**config.mk**
```make
export PLATFORM = sky130hd
export DESIGN_NAME = exu_top
export DESIGN_NICKNAME = d
export VERILOG_FILES = /design/src/hw/exu_op_pkg.sv /design/src/hw/exu_cfg_pkg.sv /design/src/hw/exu_alu.sv /design/src/hw/exu_bru.sv /design/src/hw/exu_rf.sv /design/src/hw/exu_top.sv /design/src/hw/exu_wb.sv
export SDC_FILE = /design/constraint.sdc
export NUM_CORES = 2
export LEC_CHECK = 0
export BUFFER_PORTS_ARGS = -buffer_cell sky130_fd_sc_hd__buf_2
export CELL_PAD_IN_SITES_DETAIL_PLACEMENT = 0
export CELL_PAD_IN_SITES_GLOBAL_PLACEMENT = 1
export CORE_ASPECT_RATIO = 0.5
export CORE_MARGIN = 2
export CORE_UTILIZATION = 52
export DETAILED_ROUTE_END_ITERATION = 10
export PLACE_DENSITY_LB_ADDON = 0.15
export SLEW_MARGIN = 40
export SYNTH_ARGS = -nofsm -noshare
export SYNTH_HDL_FRONTEND = slang
export SYNTH_HIERARCHICAL = 1
export SYNTH_SLANG_ARGS = --single-unit
```
**constraint.sdc**
```tcl
create_clock -name clk -period 6.2 [get_ports clk]
set_clock_uncertainty 0.15 [all_clocks]
set_input_delay 1.24 -clock clk [delete_from_list [all_inputs] [get_ports clk]]
set_output_delay 1.24 -clock clk [all_outputs]
set_load 0.02 [all_outputs]
```
**src/hw/exu_op_pkg.sv**
```systemverilog
package exu_op_pkg;

   // alu operation code
   typedef logic [3:0] alu_op_t;

   localparam alu_op_t alu_add   = 4'd0;
   localparam alu_op_t alu_sub   = 4'd1;
   localparam alu_op_t alu_slt   = 4'd2;
   localparam alu_op_t alu_sltu  = 4'd3;
   localparam alu_op_t alu_and   = 4'd4;
   localparam alu_op_t alu_or    = 4'd5;
   localparam alu_op_t alu_xor   = 4'd6;
   localparam alu_op_t alu_nor   = 4'd7;
   localparam alu_op_t alu_sll   = 4'd8;
   localparam alu_op_t alu_srl   = 4'd9;
   localparam alu_op_t alu_sra   = 4'd10;
   localparam alu_op_t alu_lu12i = 4'd11;

   // branch operation code, codes 9..15 never taken
   typedef logic [3:0] bru_op_t;

   localparam bru_op_t bru_beq  = 4'd0;
   localparam bru_op_t bru_bne  = 4'd1;
   localparam bru_op_t bru_blt  = 4'd2;
   localparam bru_op_t bru_bge  = 4'd3;
   localparam bru_op_t bru_bltu = 4'd4;
   localparam bru_op_t bru_bgeu = 4'd5;
   localparam bru_op_t bru_b    = 4'd6;
   localparam bru_op_t bru_bl   = 4'd7;
   localparam bru_op_t bru_jirl = 4'd8;

   // return address is the next sequential instruction
   localparam logic [31:0] link_step = 32'd4;

endpackage

```
**src/hw/exu_cfg_pkg.sv**
```systemverilog
package exu_cfg_pkg;

   localparam int grlen     = 32;
   localparam int reg_idx_w = 5;
   localparam int nregs     = 32;

   typedef logic [grlen-1:0]     gr_t;
   typedef logic [reg_idx_w-1:0] reg_idx_t;

   typedef struct packed {
      gr_t                 a;
      gr_t                 b;
      exu_op_pkg::alu_op_t op;
   } alu_req_t;

   typedef struct packed {
      logic                valid;
      exu_op_pkg::bru_op_t op;
      gr_t                 a;
      gr_t                 b;
      gr_t                 pc;
      gr_t                 offset;
   } bru_req_t;

   typedef struct packed {
      logic taken;
      gr_t  target;
      logic link_wen;
      gr_t  link_pc;
   } bru_res_t;

   // one register file write
   typedef struct packed {
      logic     wen;
      reg_idx_t rd;
      gr_t      data;
   } rf_wr_t;

endpackage

```
**src/hw/exu_alu.sv**
```systemverilog
`timescale 1ns/1ps

module exu_alu (
   input  exu_cfg_pkg::alu_req_t req,
   output exu_cfg_pkg::gr_t      res
);

   import exu_cfg_pkg::*;
   import exu_op_pkg::*;

   gr_t            a;
   gr_t            b;
   logic           sub_op;
   gr_t            b_add;
   logic [grlen:0] sum;
   logic           carry;
   logic           lt_s;
   logic           lt_u;
   logic [4:0]     shamt;
   gr_t            sll_res;
   gr_t            srl_res;
   gr_t            sra_res;
   gr_t            lu12i_res;

   assign a = req.a;
   assign b = req.b;

   // sub and both compares share the adder
   assign sub_op = (req.op == alu_sub) || (req.op == alu_slt) || (req.op == alu_sltu);
   assign b_add  = sub_op ? ~b : b;

   assign sum   = {1'b0, a} + {1'b0, b_add} + {{grlen{1'b0}}, sub_op};
   assign carry = sum[grlen];

   // signs differ: a negative means a < b
   assign lt_s = (a[grlen-1] != b[grlen-1]) ? a[grlen-1] : sum[grlen-1];
   // no carry out of a - b means borrow
   assign lt_u = ~carry;

   assign shamt = b[4:0];

   assign sll_res = a << shamt;
   assign srl_res = a >> shamt;
   assign sra_res = gr_t'($signed(a) >>> shamt);

   assign lu12i_res = {b[grlen-13:0], 12'b0};

   always_comb begin
      case (req.op)
         alu_add: begin
            res = sum[grlen-1:0];
         end
         alu_sub: begin
            res = sum[grlen-1:0];
         end
         alu_slt: begin
            res = {{(grlen-1){1'b0}}, lt_s};
         end
         alu_sltu: begin
            res = {{(grlen-1){1'b0}}, lt_u};
         end
         alu_and: begin
            res = a & b;
         end
         alu_or: begin
            res = a | b;
         end
         alu_xor: begin
            res = a ^ b;
         end
         alu_nor: begin
            res = ~(a | b);
         end
         alu_sll: begin
            res = sll_res;
         end
         alu_srl: begin
            res = srl_res;
         end
         alu_sra: begin
            res = sra_res;
         end
         alu_lu12i: begin
            res = lu12i_res;
         end
         default: begin
            // unused codes
            res = '0;
         end
      endcase
   end

endmodule

```
**src/hw/exu_bru.sv**
```systemverilog
`timescale 1ns/1ps

module exu_bru (
   input  exu_cfg_pkg::bru_req_t req,
   output exu_cfg_pkg::bru_res_t res
);

   import exu_cfg_pkg::*;
   import exu_op_pkg::*;

   logic eq;
   logic lt_s;
   logic lt_u;
   logic cond;
   logic is_link;
   gr_t  base;

   assign eq   = (req.a == req.b);
   assign lt_s = ($signed(req.a) < $signed(req.b));
   assign lt_u = (req.a < req.b);

   always_comb begin
      case (req.op)
         bru_beq: begin
            cond = eq;
         end
         bru_bne: begin
            cond = ~eq;
         end
         bru_blt: begin
            cond = lt_s;
         end
         bru_bge: begin
            cond = ~lt_s;
         end
         bru_bltu: begin
            cond = lt_u;
         end
         bru_bgeu: begin
            cond = ~lt_u;
         end
         bru_b, bru_bl, bru_jirl: begin
            cond = 1'b1;
         end
         default: begin
            cond = 1'b0;
         end
      endcase
   end

   assign is_link = (req.op == bru_bl) || (req.op == bru_jirl);

   // jirl is register relative, the rest pc relative
   assign base = (req.op == bru_jirl) ? req.a : req.pc;

   assign res.taken    = req.valid & cond;
   assign res.target   = base + req.offset;
   assign res.link_wen = req.valid & is_link;
   assign res.link_pc  = req.pc + link_step;

endmodule

```
**src/hw/exu_rf.sv**
```systemverilog
`timescale 1ns/1ps

module exu_rf (
   input  logic                  clk,
   input  logic                  rst_n,
   input  exu_cfg_pkg::rf_wr_t   wr,
   input  exu_cfg_pkg::reg_idx_t rs1,
   input  exu_cfg_pkg::reg_idx_t rs2,
   output exu_cfg_pkg::gr_t      rs1_data,
   output exu_cfg_pkg::gr_t      rs2_data
);

   import exu_cfg_pkg::*;

   // r0 has no storage
   gr_t  regs [1:nregs-1];
   logic wr_ok;

   // r0 never takes a write
   assign wr_ok = wr.wen && (wr.rd != '0);

   always_ff @(posedge clk or negedge rst_n) begin
      if (!rst_n) begin
         for (int i = 1; i < nregs; i++) begin
            regs[i] <= '0;
         end
      end else if (wr_ok) begin
         regs[wr.rd] <= wr.data;
      end
   end

   // no write-to-read bypass
   assign rs1_data = (rs1 == '0) ? '0 : regs[rs1];
   assign rs2_data = (rs2 == '0) ? '0 : regs[rs2];

   a_wr_known: assert property (
      @(posedge clk) disable iff (!rst_n)
      wr.wen |-> !$isunknown({wr.rd, wr.data})
   ) else $error("exu_rf: write with an unknown register index or data");

endmodule

```
**src/hw/exu_top.sv**
```systemverilog
`timescale 1ns/1ps

module exu_top (
   input  logic                  clk,
   input  logic                  rst_n,

   input  logic                  valid,

   // alu
   input  exu_cfg_pkg::alu_req_t alu_req,
   input  logic                  alu_wen,
   input  exu_cfg_pkg::reg_idx_t rf_target,

   // bru
   input  exu_cfg_pkg::bru_req_t bru_req,

   // decode read ports
   input  exu_cfg_pkg::reg_idx_t rs1,
   input  exu_cfg_pkg::reg_idx_t rs2,
   output exu_cfg_pkg::gr_t      rs1_data,
   output exu_cfg_pkg::gr_t      rs2_data,

   // to fetch
   output logic                  br_taken,
   output exu_cfg_pkg::gr_t      brpc
);

   import exu_cfg_pkg::*;

   gr_t      alu_res;
   bru_res_t bru_res;
   rf_wr_t   rf_wr;

   exu_alu u_alu (
      .req       (alu_req   ),
      .res       (alu_res   )
   );

   exu_bru u_bru (
      .req       (bru_req   ),
      .res       (bru_res   )
   );

   exu_wb u_wb (
      .clk       (clk       ),
      .rst_n     (rst_n     ),
      .valid     (valid     ),
      .alu_wen   (alu_wen   ),
      .rf_target (rf_target ),
      .alu_res   (alu_res   ),
      .bru_res   (bru_res   ),
      .wr        (rf_wr     )
   );

   exu_rf u_rf (
      .clk       (clk       ),
      .rst_n     (rst_n     ),
      .wr        (rf_wr     ),
      .rs1       (rs1       ),
      .rs2       (rs2       ),
      .rs1_data  (rs1_data  ),
      .rs2_data  (rs2_data  )
   );

   // redirect goes out in the same cycle
   assign br_taken = bru_res.taken;
   assign brpc     = bru_res.target;

endmodule

```
**src/hw/exu_wb.sv**
```systemverilog
`timescale 1ns/1ps

module exu_wb (
   input  logic                  clk,
   input  logic                  rst_n,
   input  logic                  valid,
   input  logic                  alu_wen,
   input  exu_cfg_pkg::reg_idx_t rf_target,
   input  exu_cfg_pkg::gr_t      alu_res,
   input  exu_cfg_pkg::bru_res_t bru_res,
   output exu_cfg_pkg::rf_wr_t   wr
);

   import exu_cfg_pkg::*;

   logic     alu_write;
   logic     wen_d;
   gr_t      data_d;
   logic     wen_q;
   reg_idx_t rd_q;
   gr_t      data_q;

   assign alu_write = valid & alu_wen;

   // link address has priority over the alu result
   assign wen_d  = bru_res.link_wen | alu_write;
   assign data_d = bru_res.link_wen ? bru_res.link_pc : alu_res;

   always_ff @(posedge clk or negedge rst_n) begin
      if (!rst_n) begin
         wen_q <= 1'b0;
      end else begin
         wen_q <= wen_d;
      end
   end

   // payload only moves with a write
   always_ff @(posedge clk) begin
      if (wen_d) begin
         rd_q   <= rf_target;
         data_q <= data_d;
      end
   end

   assign wr.wen  = wen_q;
   assign wr.rd   = rd_q;
   assign wr.data = data_q;

   // decode never issues an alu write alongside a link
   a_one_writer: assert property (
      @(posedge clk) disable iff (!rst_n)
      !(bru_res.link_wen && alu_write)
   ) else $error("exu_wb: alu and link write in the same cycle");

endmodule

```
## Yosys cells after proc, flatten, opt, wreduce, memory -nomap -nowiden

Cells that the tools add are included.

- Equality and inequality tests: 21
- Reductions and logical operators: 12
- Shifts and indexed selects: 3
- Muxes and demuxes: 17
- $add $sub $neg: 4
- Bitwise logic cells: 16
- $lt $le $gt $ge: 6

Operators by type and width:

| cell | count |
|---|---|
| bitwise mux 992 bit | 1 |
| case mux 32 bit (11 select lines) | 1 |
| binary-select mux 32 bit (select 5 bit) | 2 |
| two-way mux 32 bit | 10 |
| demux 32 bit (select 5 bit) | 1 |
| less-than comparator 32 bit | 2 |
| inverter 32 bit | 2 |
| adder 32 x 32 -> 33 bit | 1 |
| adder 33 x 1 -> 33 bit | 1 |
| adder 32 x 3 -> 32 bit, second input constant | 1 |
| adder 32 bit | 1 |
| AND 32 bit | 1 |
| == test 32 bit | 1 |
| == test 4 x 3 -> 1 bit, second input constant | 8 |
| OR 32 bit | 1 |
| << shifter 32 x 5 -> 32 bit | 1 |
| right shift 32 x 5 -> 32 bit | 1 |
| >>> shifter 32 x 5 -> 32 bit | 1 |
| XOR 32 bit | 1 |
| == test 4 bit, second input constant | 5 |
| >= comparator 6 bit, second input constant | 3 |
| inverter 5 -> 6 bit | 3 |
| == test 4 x 2 -> 1 bit, second input constant | 4 |
| zero test 5 bit | 2 |
| other kinds (14) | 24 |

- Word-level logic and storage cells: 113
- Register bits: 1030

## Longest topological paths before layout

- Word-level depth: 9
- Gate-level depth with buffers: 17

## By module

The synthesis kept the hierarchy.

By module, submodules not included:

| module | area each (um2) | cells each | seq. area each (um2) | instances |
|---|---|---|---|---|
| exu_rf | 53602.7 | 3774 | 24823.8 | 1 |
| exu_alu | 7848.8 | 1140 | 0.0 | 1 |
| exu_bru | 3437.0 | 471 | 0.0 | 1 |
| exu_wb | 1691.6 | 76 | 1136.1 | 1 |

## Worst setup path after synthesis

No wires, ideal clock.

- Path type: input-to-output
- Start point: in bru_req[128] in the netlist's numbering
- End point: out brpc[24]
- Setup slack: -4 ps
- Stages: 13
- Path buffers: 2
- Data arrival time: 4814 ps
- Path through: buf_2 -> nor4b_4 -> clkbuf_1 -> mux2_2 -> ha_1 -> nand2_1 -> o21ai_1 -> a2111oi_4 -> o41ai_2 -> a31oi_1 -> o21ai_1 -> nand2_1 -> a211oi_1

- Longest elaborated chain between the ends: 3

RTL lines:

| what | RTL line | RTL |
|---|---|---|
| start, declared | exu_top.sv:15 | `input exu_cfg_pkg::bru_req_t bru_req,` |
| == test 4 bit | exu_bru.sv:54 | `assign base = (req.op == bru_jirl) ? req.a : req.pc;` |
| two-way mux 32 bit | exu_bru.sv:54 |  |
| adder 32 bit | exu_bru.sv:57 | `assign res.target = base + req.offset;` |
| end, declared | exu_top.sv:25 | `output exu_cfg_pkg::gr_t brpc` |

Every way passes these cells.

## Worst setup path after layout

- Start point: in bru_req[128] in the netlist's numbering
- End point: out brpc[31]

The elaborated chain is that of the path after synthesis.

==> results.txt <==
final worst path period share -> 98.1%
synthesized flop and latch total -> 1030
Mapped Cells -> 5461
ys flop type -> dfrtp_1
Worst setup SP type -> primary input
Starting Density -> 52.6%
post-synth cell types -> 108
Post-Syn Nets -> 5843
critical path cell sequence -> buf_6 -> nor4b_4 -> buf_4 -> buf_4 -> mux2_2 -> ha_1 -> a21oi_2 -> nor3b_2 -> o211ai_1 -> a211oi_2 -> buf_4 -> o21ai_4 -> a31oi_2 -> or4b_1 -> nand3_1 -> buf_2
GRT Residual Overflow -> 0
setup TNS -> 0 ns
VDD IR max -> 0.247 mV
Reg clk slew, reported paths -> 0.06 ns
worst skew pair latency -> 0.71 ns
1st-iter DRT viols -> 5497
largest net degree at the start of global routing -> 162
hold crit path type -> primary input to asynchronous set/reset pin
CTS tree -> yes
core area -> 127000 um^2
CTS Sinks -> 1030
Critical-path top delay cell -> or4b_1
DRC Markers -> 0
status -> finished clean
HPWL Detailed -> 149000 um
IO Count -> 317
GR Util All Layers -> 34.5%
initial antenna violation count -> 19
R2R cell count -> 4
die extent in x -> 510 um
share of layout cells above drive strength 1 -> 41.0%
Seq/Total Area, Yosys -> 39.0%
fin crit period -> 6.08 ns
post-synth top area share -> 37.3%
CP dominant cell by count -> buf_4
CP endpoint kind -> output pin
cts bufs inserted -> 99
Peak Freq -> 164 MHz
post-DR vias/cell -> 6.70
Critical Path RT -> 4.81 ns
Finished Core Util -> 58.6%
# port buffers -> 316
Arr. time, crit path -> 4.69 ns
nets@finish -> 5959
WL per Instance -> 31.1 um
Max Transition Viols Final -> 0
Worst setup startpoint -> bru_req[128]
r2r startpoint -> u_wb/rd_q[0]
main area contributors after synthesis -> dfrtp_1, mux2_2, mux4_2, mux2i_1, ha_1
DRT Pass-1 Iters -> 6
Leak -> 33.1 nW
GPL Wtd Cong -> 0.977
area occupied by registers -> 26000 um^2
slew at the pin closest to its max-slew limit -> 0.944 ns
cell row count -> 92
first-pass GRT wire length -> 336000 um
warning count from the yosys run -> 6
Final ANT Viol Nets -> 0
Max-cap violations -> 0
Post-synth EDFFs -> 37
ys async rst share -> 96.4%
clk root buf -> clkbuf_16
Slew HR -> 37.1%
Post-Route WL -> 229000 um
area leader, netlist -> dfrtp_1
Hold Vio Cnt, Final -> 0
vias in the first global route -> 49613
die area -> 131000 um^2
# fillers -> 10232
worst setup path category -> primary input to output pin
Vias -> 49294
die height -> 257 um
Synth Cell Area -> 66600 um^2
Layout area overhead -> 11.3%
Max H-tree Level -> 3
multi-input logic area -> 38000 um^2
CP peak stage delay -> 0.51 ns
clock buffer depth -> 3
worst-path maximum fanout -> 4
PwrDens -> 314 nW/um^2
final setup fails -> 0
synthesized area per cell -> 12.2 um^2
## cells in the mapped netlist (11+ instances only)
cell type,count
mux2i_1,237
buf_2,160
and2_1,11
nand2b_1,30
nor2b_1,82
nand3_1,83
a222oi_1,11
o21ai_0,172
buf_6,12
xor2_1,19
a21o_1,33
a21oi_1,226
mux4_2,425
nand2_1,323
o221ai_1,29
buf_4,48
clkbuf_1,240
inv_1,129
a31oi_1,20
mux2_2,1093
a211o_1,26
a221oi_1,60
o32a_1,19
nor2_1,198
o211ai_1,57
ha_1,160
a22oi_1,34
mux2_1,14
nor3_1,59
or3_1,14
mux2_4,31
edfxtp_1,37
o21ai_1,15
buf_1,34
a211oi_1,27
and3_1,22
nand4_1,25
dfrtp_1,993
xnor2_1,87
## sequential cells by signal, summed over array words and instances (netlist names)
name,cells
u_rf/regs,992
u_wb/rd_q,5
u_wb/data_q,32
u_wb/wen_q,1
## placed cells by master, fill, tap and decap left out, drive strengths merged, types with 13 or more instances in the layout
cell type and n:
mux4 425, a21o 33, clkinv 17, nor3 59, and2 13, o211ai 59, dfrtp 993, a221oi 62
a211o 26, a22oi 34, o221ai 29, xnor2 87, nand4 25, mux2 1138, mux2i 237, xor2 19
buf 522, nand3 83, o21ai 188, or3 14, nand2 323, a31oi 20, nor2 200, nor2b 83
o32a 19, clkbuf 149, and3 22, nand2b 30, inv 135, a21oi 229, a211oi 27, ha 160
bufinv 14, edfxtp 37
## final timing paths
| check | slack, ns | endpoint |
|---|---|---|
| max in group asynchronous | 4.12 | u_rf/regs[209] |
| max | 0.12 | brpc[31] |
| min in group clk | 0.37 | u_rf/regs[908] |
| max reg2reg | 3.13 | u_rf/regs[109] |
| min | 0.37 | u_rf/regs[383] |
| min reg2reg | 0.37 | u_rf/regs[908] |
## report_power, final
| part | switching (mW) | internal, mW | leakage (nW) | total (mW) |
|---|---|---|---|---|
| Sequential | 1.40 | 8.54 | 13.3 | 9.94 |
| Clock | 2.75 | 3.85 | 1.71 | 6.60 |
| Combinational | 3.04 | 3.67 | 18.1 | 6.70 |
| Total | 7.18 | 16.1 | 33.1 | 23.2 |
## worst max-delay path: cells and delay by family
kind	cells	cell delay, ns
adder cells (fa/ha/maj)	1	0.30
buffers and inverters	5	0.77
AND/OR/NAND/NOR	4	0.97
multiplexers	1	0.36
AO/OA/AOI/OAI	5	1.05
## cell families after synthesis
family | share of synthesized area (%)
flip-flops | 39.0
multiplexers | 37.4
AND/OR/NAND/NOR | 6.27
buffers and inverters | 4.53
XOR/XNOR | 1.39
AO/OA/AOI/OAI | 8.39
adder cells (fa/ha/maj) | 3.07
## area by class of cell
cell class	instances	share of cell area (%)
Clock inverter	34	0.763
Sequential cell	1030	35.0
Clock buffer	149	3.95
Timing Repair Buffer	522	5.43
Tap cell	1692	2.86
Antenna cell	4	0.0135
Multi-Input combinational cell	3791	51.3
Inverter	133	0.677
## routing by layer
layer  track usage [%]  part of all wire [%]  vias to the layer above
li1                  -                     -                    20821
met1              48.9                    42                    25785
met2              53.0                    46                     2272
met3              7.50                   8.8                      412
met4              10.9                   3.5                        4
met5                 0                0.0092                        -
## what timing repair did
item	4_1_cts	5_1_grt
endpoints found under the setup margin	6	11
resized for setup	2	32
setup buffers	0	3
pin swaps	2	12
hold buffers	0	0
## metrics by stage
stage | instance area [um^2] | setup slack (ns) | hold slack [ns] | instances | power (mW)
floorplan | 66600 | 0.0962 | 0.320 | 5461 | 14.4
global placement | 69600 | -0.0114 | 0.330 | 7116 | 16.2
detailed placement | 70100 | -0.0352 | 0.352 | 7148 | 16.6
CTS | 73600 | 0.0353 | 0.366 | 7331 | 23.2
global route | 74100 | -0.0548 | 0.382 | 7353 | 24.3
finish | 74100 | 0.115 | 0.367 | 7355 | 23.2
No activity file was read; power rests on OpenSTA's default activity.
